[src/letter_f.mem]
// one binary row of the letter F per line, leftmost column first
11111110
11111110
11000000
11111100
11111100
11000000
11000000
00000000

[src/display_pkg.sv]
// ====================
// shared localparams for the sprite display
// raster timing, sprite geometry, colours
// ====================
`default_nettype none

package display_pkg;

    localparam int CORDW = 10;          // coordinate width, covers 0..1023

    // horizontal timing in pixels
    localparam int H_RES   = 640;       // active pixels
    localparam int H_FP    = 16;        // front porch
    localparam int H_SYNC  = 96;        // sync pulse
    localparam int H_BP    = 48;        // back porch
    localparam int H_TOTAL = H_RES + H_FP + H_SYNC + H_BP;  // 800

    // vertical timing in lines
    localparam int V_RES   = 480;       // active lines
    localparam int V_FP    = 10;        // front porch
    localparam int V_SYNC  = 2;         // sync pulse
    localparam int V_BP    = 33;        // back porch
    localparam int V_TOTAL = V_RES + V_FP + V_SYNC + V_BP;  // 525

    // negative syncs, idle high
    localparam logic SYNC_ACTIVE = 1'b0;

    // sprite geometry
    localparam int SPR_WIDTH  = 8;      // bitmap columns
    localparam int SPR_HEIGHT = 8;      // bitmap rows
    localparam int SPR_SCALE  = 4;      // 2^4 = 16x magnification
    localparam int SPR_COLW   = $clog2(SPR_WIDTH);   // column index bits
    localparam int SPR_ROWW   = $clog2(SPR_HEIGHT);  // row index bits
    localparam SPR_FILE = "/design/src/letter_f.mem";  // one binary row per line

    // colour channels, 4 bits each
    localparam int CHANW = 4;

    // sprite colour: yellow
    localparam logic [CHANW-1:0] FG_R = 4'hF;
    localparam logic [CHANW-1:0] FG_G = 4'hC;
    localparam logic [CHANW-1:0] FG_B = 4'h0;

    // background colour: blue
    localparam logic [CHANW-1:0] BG_R = 4'h1;
    localparam logic [CHANW-1:0] BG_G = 4'h3;
    localparam logic [CHANW-1:0] BG_B = 4'h7;

endpackage

`default_nettype wire

[src/display_if.sv]
// ====================
// raster bus: position counters, syncs, strobes
// ====================
`default_nettype none

interface display_if;
    import display_pkg::*;

    logic [CORDW-1:0] sx;     // current column
    logic [CORDW-1:0] sy;     // current line
    logic             hsync;  // horizontal sync level
    logic             vsync;  // vertical sync level
    logic             de;     // active area
    logic             line;   // one cycle at sx == H_RES
    logic             frame;  // one cycle at start of last line

    // timing generator drives everything
    modport source (output sx, sy, hsync, vsync, de, line, frame);

    // sprite engine needs position and strobes
    modport sprite (input sx, sy, line, frame);

    // compose stage only needs the sync/blank levels
    modport compose (input hsync, vsync, de);

endinterface

`default_nettype wire

[src/display_timing.sv]
// ====================
// 640x480 raster timing: counters, syncs,
// data enable, line and frame strobes
// ====================
`default_nettype none

module display_timing (
    input  logic      clk_pix,
    input  logic      reset,
    display_if.source disp
);
    import display_pkg::*;

    logic [CORDW-1:0] sx_nxt;     // position for next cycle
    logic [CORDW-1:0] sy_nxt;
    logic             line_end;   // last pixel of the line
    logic             frame_end;  // last line of the frame
    logic             hs_win;     // next position inside hsync window
    logic             vs_win;     // next position inside vsync window

    // next counter position
    always_comb begin
        line_end  = (disp.sx == CORDW'(H_TOTAL - 1));
        frame_end = (disp.sy == CORDW'(V_TOTAL - 1));
        sx_nxt    = line_end ? '0 : disp.sx + 1'b1;
        sy_nxt    = disp.sy;
        if (line_end) begin
            sy_nxt = frame_end ? '0 : disp.sy + 1'b1;  // wrap at frame end
        end
    end

    // sync windows sit after the front porch
    always_comb begin
        hs_win = (sx_nxt >= CORDW'(H_RES + H_FP))
              && (sx_nxt <  CORDW'(H_RES + H_FP + H_SYNC));
        vs_win = (sy_nxt >= CORDW'(V_RES + V_FP))
              && (sy_nxt <  CORDW'(V_RES + V_FP + V_SYNC));
    end

    // decode from the next position so every output
    // matches the counter value it is registered with
    always_ff @(posedge clk_pix) begin
        if (reset) begin
            disp.sx    <= '0;
            disp.sy    <= '0;
            disp.hsync <= ~SYNC_ACTIVE;  // idle level
            disp.vsync <= ~SYNC_ACTIVE;
            disp.de    <= 1'b0;
            disp.line  <= 1'b0;
            disp.frame <= 1'b0;
        end else begin
            disp.sx    <= sx_nxt;
            disp.sy    <= sy_nxt;
            disp.hsync <= hs_win ? SYNC_ACTIVE : ~SYNC_ACTIVE;
            disp.vsync <= vs_win ? SYNC_ACTIVE : ~SYNC_ACTIVE;
            disp.de    <= (sx_nxt < CORDW'(H_RES)) && (sy_nxt < CORDW'(V_RES));
            disp.line  <= (sx_nxt == CORDW'(H_RES));  // just past active pixels
            // frame strobe on the last line, ahead of line 0
            disp.frame <= (sx_nxt == '0) && (sy_nxt == CORDW'(V_TOTAL - 1));
        end
    end

endmodule

`default_nettype wire

[src/pixel_compose.sv]
// ====================
// colour composition: sync alignment, sprite or
// background colour, blanking, output register
// ====================
`default_nettype none

module pixel_compose (
    input  logic                          clk_pix,
    input  logic                          reset,
    display_if.compose                    disp,
    input  logic                          drawing,
    input  logic                          pix,
    output logic                          hsync,
    output logic                          vsync,
    output logic                          de,
    output logic [display_pkg::CHANW-1:0] r,
    output logic [display_pkg::CHANW-1:0] g,
    output logic [display_pkg::CHANW-1:0] b
);
    import display_pkg::*;

    logic             hsync_d;  // stage 1, lines up with drawing/pix
    logic             vsync_d;
    logic             de_d;
    logic             fg;       // sprite pixel set
    logic [CHANW-1:0] paint_r;
    logic [CHANW-1:0] paint_g;
    logic [CHANW-1:0] paint_b;

    always_ff @(posedge clk_pix) begin
        if (reset) begin
            hsync_d <= ~SYNC_ACTIVE;
            vsync_d <= ~SYNC_ACTIVE;
            de_d    <= 1'b0;
        end else begin
            hsync_d <= disp.hsync;
            vsync_d <= disp.vsync;
            de_d    <= disp.de;
        end
    end

    // yellow on blue, black whenever blanked
    always_comb begin
        fg      = drawing && pix;
        paint_r = de_d ? (fg ? FG_R : BG_R) : '0;
        paint_g = de_d ? (fg ? FG_G : BG_G) : '0;
        paint_b = de_d ? (fg ? FG_B : BG_B) : '0;
    end

    // stage 2, all outputs two cycles behind the counters
    always_ff @(posedge clk_pix) begin
        if (reset) begin
            hsync <= ~SYNC_ACTIVE;
            vsync <= ~SYNC_ACTIVE;
            de    <= 1'b0;
            r     <= '0;
            g     <= '0;
            b     <= '0;
        end else begin
            hsync <= hsync_d;
            vsync <= vsync_d;
            de    <= de_d;
            r     <= paint_r;
            g     <= paint_g;
            b     <= paint_b;
        end
    end

endmodule

`default_nettype wire

[src/sprite_display_top.sv]
// ====================
// sprite display top: timing, sprite engine
// and compose stage on one raster bus
// ====================
`default_nettype none

module sprite_display_top (
    input  logic                          clk_pix,    // 25 MHz pixel clock
    input  logic                          reset,      // sync, active high
    input  logic [display_pkg::CORDW-1:0] sprx,       // sprite left edge
    input  logic [display_pkg::CORDW-1:0] spry,       // sprite top edge
    output logic                          vga_hsync,  // negative sync
    output logic                          vga_vsync,  // negative sync
    output logic                          vga_de,
    output logic [display_pkg::CHANW-1:0] vga_r,
    output logic [display_pkg::CHANW-1:0] vga_g,
    output logic [display_pkg::CHANW-1:0] vga_b
);

    logic drawing;  // sprite covers the pixel, one cycle behind the bus
    logic pix;      // bitmap bit at that pixel

    // raster position and strobes
    display_if disp_bus ();

    display_timing timing_i (
        .clk_pix (clk_pix),
        .reset   (reset),
        .disp    (disp_bus.source)
    );

    sprite_engine sprite_i (
        .clk_pix (clk_pix),
        .reset   (reset),
        .disp    (disp_bus.sprite),
        .sprx    (sprx),
        .spry    (spry),
        .drawing (drawing),
        .pix     (pix)
    );

    // final colour and output registers
    pixel_compose compose_i (
        .clk_pix (clk_pix),
        .reset   (reset),
        .disp    (disp_bus.compose),
        .drawing (drawing),
        .pix     (pix),
        .hsync   (vga_hsync),
        .vsync   (vga_vsync),
        .de      (vga_de),
        .r       (vga_r),
        .g       (vga_g),
        .b       (vga_b)
    );

endmodule

`default_nettype wire

[src/sprite_engine.sv]
// ====================
// sprite engine: frame-latched position, 8x8 bitmap rom,
// row fetch per line and 16x scaled pixel stepping
// ====================
`default_nettype none

module sprite_engine (
    input  logic                          clk_pix,
    input  logic                          reset,
    display_if.sprite                     disp,
    input  logic [display_pkg::CORDW-1:0] sprx,
    input  logic [display_pkg::CORDW-1:0] spry,
    output logic                          drawing,
    output logic                          pix
);
    import display_pkg::*;

    // bitmap, msb of each row is the leftmost column
    logic [SPR_WIDTH-1:0] rom [SPR_HEIGHT];

    logic [CORDW-1:0]     pos_x;      // latched once per frame
    logic [CORDW-1:0]     pos_y;
    logic [CORDW-1:0]     next_line;  // line after the current one
    logic [CORDW-1:0]     line_off;   // next_line relative to sprite top
    logic                 in_block;   // next line crosses the sprite
    logic [SPR_WIDTH-1:0] row_bits;   // bitmap row for this line
    logic                 row_valid;  // this line has sprite content
    logic [SPR_COLW-1:0]  col;        // bitmap column of previous pixel
    logic [SPR_COLW-1:0]  col_nxt;
    logic [SPR_SCALE-1:0] scale_cnt;  // pixels into the current column
    logic [SPR_SCALE-1:0] scale_nxt;
    logic                 start;      // left edge reached
    logic                 run_nxt;    // drawing at the current pixel

    initial begin
        $readmemb(SPR_FILE, rom);
    end

    // position only moves between frames, so no tearing
    always_ff @(posedge clk_pix) begin
        if (reset) begin
            pos_x <= '0;
            pos_y <= '0;
        end else if (disp.frame) begin
            pos_x <= sprx;
            pos_y <= spry;
        end
    end

    // which line comes next and does it hit the sprite
    always_comb begin
        next_line = (disp.sy == CORDW'(V_TOTAL - 1)) ? '0 : disp.sy + 1'b1;
        line_off  = next_line - pos_y;
        in_block  = (next_line >= pos_y)
                 && (line_off < CORDW'(SPR_HEIGHT << SPR_SCALE))
                 && (next_line < CORDW'(V_RES));  // clip at the bottom edge
    end

    // row fetch in horizontal blanking, before the next sx == 0
    always_ff @(posedge clk_pix) begin
        if (disp.line) begin
            row_bits <= rom[line_off[SPR_SCALE +: SPR_ROWW]];  // divide by 16
        end
    end

    always_ff @(posedge clk_pix) begin
        if (reset) begin
            row_valid <= 1'b0;
        end else if (disp.line) begin
            row_valid <= in_block;  // empty line otherwise
        end
    end

    // registered state holds the previous pixel, the
    // next-state values describe the pixel now on the bus
    always_comb begin
        start     = row_valid && !drawing
                 && (disp.sx == pos_x) && (disp.sx < CORDW'(H_RES));
        run_nxt   = drawing;
        col_nxt   = col;
        scale_nxt = scale_cnt;
        if (disp.line) begin
            run_nxt = 1'b0;  // right edge clip, never wraps
        end else if (start) begin
            run_nxt   = 1'b1;
            col_nxt   = '0;
            scale_nxt = '0;
        end else if (drawing) begin
            scale_nxt = scale_cnt + 1'b1;  // rolls over every 16 pixels
            if (scale_cnt == '1) begin
                if (col == SPR_COLW'(SPR_WIDTH - 1)) begin
                    run_nxt = 1'b0;  // past the last column
                end else begin
                    col_nxt = col + 1'b1;
                end
            end
        end
    end

    always_ff @(posedge clk_pix) begin
        if (reset) begin
            drawing   <= 1'b0;
            pix       <= 1'b0;
            col       <= '0;
            scale_cnt <= '0;
        end else begin
            drawing   <= run_nxt;
            pix       <= run_nxt && row_bits[SPR_WIDTH - 1 - int'(col_nxt)];
            col       <= col_nxt;
            scale_cnt <= scale_nxt;
        end
    end

endmodule

`default_nettype wire

[config.mk]
export PLATFORM = sky130hd
export DESIGN_NAME = sprite_display_top
export DESIGN_NICKNAME = d
export VERILOG_FILES = /design/src/display_pkg.sv /design/src/display_if.sv /design/src/display_timing.sv /design/src/pixel_compose.sv /design/src/sprite_display_top.sv /design/src/sprite_engine.sv
export SDC_FILE = /design/constraint.sdc
export NUM_CORES = 1
export LEC_CHECK = 0
export BUFFER_PORTS_ARGS = -buffer_cell sky130_fd_sc_hd__buf_2
export CAP_MARGIN = 0
export CELL_PAD_IN_SITES_DETAIL_PLACEMENT = 2
export CELL_PAD_IN_SITES_GLOBAL_PLACEMENT = 2
export CORE_MARGIN = 3
export CORE_UTILIZATION = 29
export CTS_BUF_LIST = sky130_fd_sc_hd__clkbuf_4
export DETAILED_ROUTE_END_ITERATION = 7
export PLACE_DENSITY = 0.83
export SYNTH_ARGS = -nofsm -noshare
export SYNTH_HDL_FRONTEND = slang
export SYNTH_SLANG_ARGS = --single-unit
[constraint.sdc]
create_clock -name clk_pix -period 2 [get_ports clk_pix]
set_input_delay 0.6 -clock clk_pix [delete_from_list [all_inputs] [get_ports clk_pix]]
set_output_delay 0.6 -clock clk_pix [all_outputs]
set_load 0.05 [all_outputs]
==> key figures <==
Floorplanning
  – Core ar.: between 5000 and 6000 µm²
  – I/O pin cnt: 37
  – Die Height: approximately 80 µm
  – Die footprint: ~6400 µm²
  – Die W: between 70 and 80 µm
  – Initial Utilization: between 30% and 40%
  – Rows: 26

Critical path
  – Critical Path Source Type: register
  – Crit. Startpoint: timing_i.disp.sx[6]
  – Worst Path Required: 2210 ps
  – Reg2reg start: timing_i.disp.sx[6]
  – Critical path endpoint category: register
  – Setup CP Type: reg2reg
  – Max FO, Critical Path: 8
  – Worst Path Arrival: around 2200 ps

Yosys
  – Synth cell types: 46
  – Biggest area consumer among synthesized cells: dfxtp_1
  – Synth area leaders: dfxtp_1 38%, buf_4 5.2%, nand3_1 3.5%
  – Top_reg_cell synth: dfxtp_1
  – Synth warnings: 0
  – Ys async rst share: 0%
  – Cell area after synthesis: about 1600 µm²
  – Number of synthesized register bits: 30
  – Synth top area share: a little under two fifths
  – Most common cell in the netlist: dfxtp_1
  – Avg Cell Area, Syn: about 8.6 µm²
  – Post-synthesis sequential area ratio: 38.1%
  – Mapped Cells: 183
  – Post-synth EDFFs: 0
  – Synth top cells by count: 30 x dfxtp_1, 12 x nand2_1, 11 x buf_4, 11 x nand3_1, 11 x nor2_1

Detailed routing
  – Detail Route Antenna Nets: 0
  – WL final: approximately 4.6 mm
  – Vias per std cell: between 5 and 6
  – Initial drt markers: 103
  – Remaining DRCs: 0
  – First-pass DRT Iterations: 4
  – Via count: roughly 1400
  – Wirelength per Cell: between 15 and 20 µm

Worst hold path
  – Min-delay src: timing_i.disp.vsync
  – Hold Crit Class: reg2reg

Clock tree
  – Hold_buf cts: 0
  – Clk slew on worst S/H paths: roughly 90 ps
  – H-tree lvl count: 2
  – Clk Latency, worst-skew pair: approximately 330 ps
  – CTS tree: done
  – CTS sink cnt: 30
  – Root Buffer: clkbuf_4
  – CTS Buffer Depth: 2
  – Number of buffers created by CTS: 5

Final layout
  – Area of the multi-input gates: 928 µm²
  – Nets: ~240
  – Share of layout cells above drive strength 1: a little over a third
  – Reg area: 609 µm²
  – Final cell count without fillers: between 200 and 300
  – Area Growth Syn to Fin: 24.3%
  – Ant diodes: 0
  – Fillers: about 580

Global route
  – Number of antenna violations at the first check in global routing: 0
  – First-pass GRT wire length: around 7.7 mm
  – Largest net degree at the start of global routing: 18
  – Vias in the first global route: ~1500
  – Total gr overflow: 0
  – GRT Total Usage: between 15 and 20%

Timing
  – Final Setup Violations: 0
  – Slew HR: between 60 and 70%
  – Fin. Hold Viols: 0
  – Worst Skew: 4.38 ps
  – Setup ws final: between 50 and 60 ps
  – Min Tclk post-route: about 1900 ps
  – Fin crit share: around 97%
  – Final hold slack: roughly 420 ps
  – Achievable Freq: approximately 500 MHz
  – Setup TNS: 0 ps
  – Worst-margin pin slew: about 530 ps
  – RSZ-0062 raised after global routing: true
  – Max-slew violations: 0

Placement
  – Pre-CTS WS: -41.0 ps
  – Port bufs: 10
  – Final GP Congestion: just over 0.8
  – Post-DP HPWL: 3.34 mm
  – Cells after DPL: roughly 270

Run status
  – Status: complete, no violations

Power and ir drop
  – Pwr dens: 575 nW/µm²
  – VDD IR max: between 150 and 200 µV
  – LEAKAGE: between 0.7 and 0.8 nW

Flow run
  – # Max-Cap Violations: 0
[what timing repair did]
| item | 4_1_cts | 5_1_grt |
|---|---|---|
| buffers inserted | 0 | 4 |
| gates resized for setup | 5 | 13 |
| pin swaps | 2 | 4 |
| setup endpoints to repair | 3 | 5 |
[final timing paths]
kind / to / slack [ps] / cells past startpoint
worst max-delay path: timing_i.disp.vsync / 60 / 5
worst min-delay path: compose_i.vsync_d / 420 / 1
worst max register to register: timing_i.disp.vsync / 60 / 5
worst min register to register: compose_i.vsync_d / 420 / 1
[metal layers]
metal | routed length (µm) | vias up | track usage [%]
met3 | 127 | 6 | 2.93
met1 | 2050 | 702 | 19.1
met2 | 2390 | 29 | 27.2
met4 | 62 | 0 | 5.24
li1 | - | 692 | -
met5 | 0 | - | 0
[worst max-delay path: stages, from the launching register on]
cell and delay (ps):
dfxtp_1 320, or3b_4 420, or4_4 580, a21o_1 210, a21oi_2 180, nand4_1 110
[cell usage in the layout, fill, tap and decap left out, types with 6 or more instances in the layout]
cell     instances
o21ai_0          6
nand3_1         11
conb_1           6
buf_4           27
nor2_1          11
buf_2           10
nor3_1           8
dfxtp_1         25
nor2b_1          7
nand2_1         12
a21oi_1         10
inv_1            6
[sequential cells by signal (all words and copies together) (netlist names)]
name / count
compose_i.de: 1
compose_i.b: 1
timing_i.disp.vsync: 1
timing_i.disp.sx: 10
timing_i.disp.de: 1
compose_i.hsync_d: 1
compose_i.de_d: 1
timing_i.disp.sy: 10
compose_i.vsync_d: 1
compose_i.vsync: 1
timing_i.disp.hsync: 1
compose_i.hsync: 1
[report_power, final]
group,internal (W),total [W],switching [W]
clock,0.000126,0.000338,0.000212
sequential,0.000613,0.000623,0.00000984
combinational,0.0000568,0.000166,0.000109
total,0.000796,0.00113,0.000331
[metrics by stage]
step	utilization (%)	power (W)	cell area [µm²]
after floorplan	-	0.000756	1620
after global placement	34.8	0.000781	1800
after detailed placement	34.8	0.000789	1800
after CTS	36.3	0.00113	1880
after global routing	37.9	0.00118	1960
final	37.9	0.00113	1960
[layout make-up]
| cell class | instances | share of cell area [%] |
|---|---|---|
| clock inverters | 2 | 0.511 |
| inverters | 6 | 1.15 |
| repair buffers | 38 | 13.5 |
| flip-flops and latches | 30 | 31.1 |
| multi-input cells | 134 | 47.4 |
| clock buffers | 5 | 1.92 |
| well taps | 70 | 4.47 |
[cells by family (layout without fill, tap and decap cells)]
group	Yosys count	after routing	share of synthesized area, %
simple gates	83	83	30.2
compound gates	29	29	11.9
flops	30	30	38.1
fa+ha+maj	4	4	3.17
xor+xnor	10	10	5.56
mux	2	2	1.43
other cells	1	6	0.238
buf+inv	24	51	9.44
(Power assumes the default switching activity.)
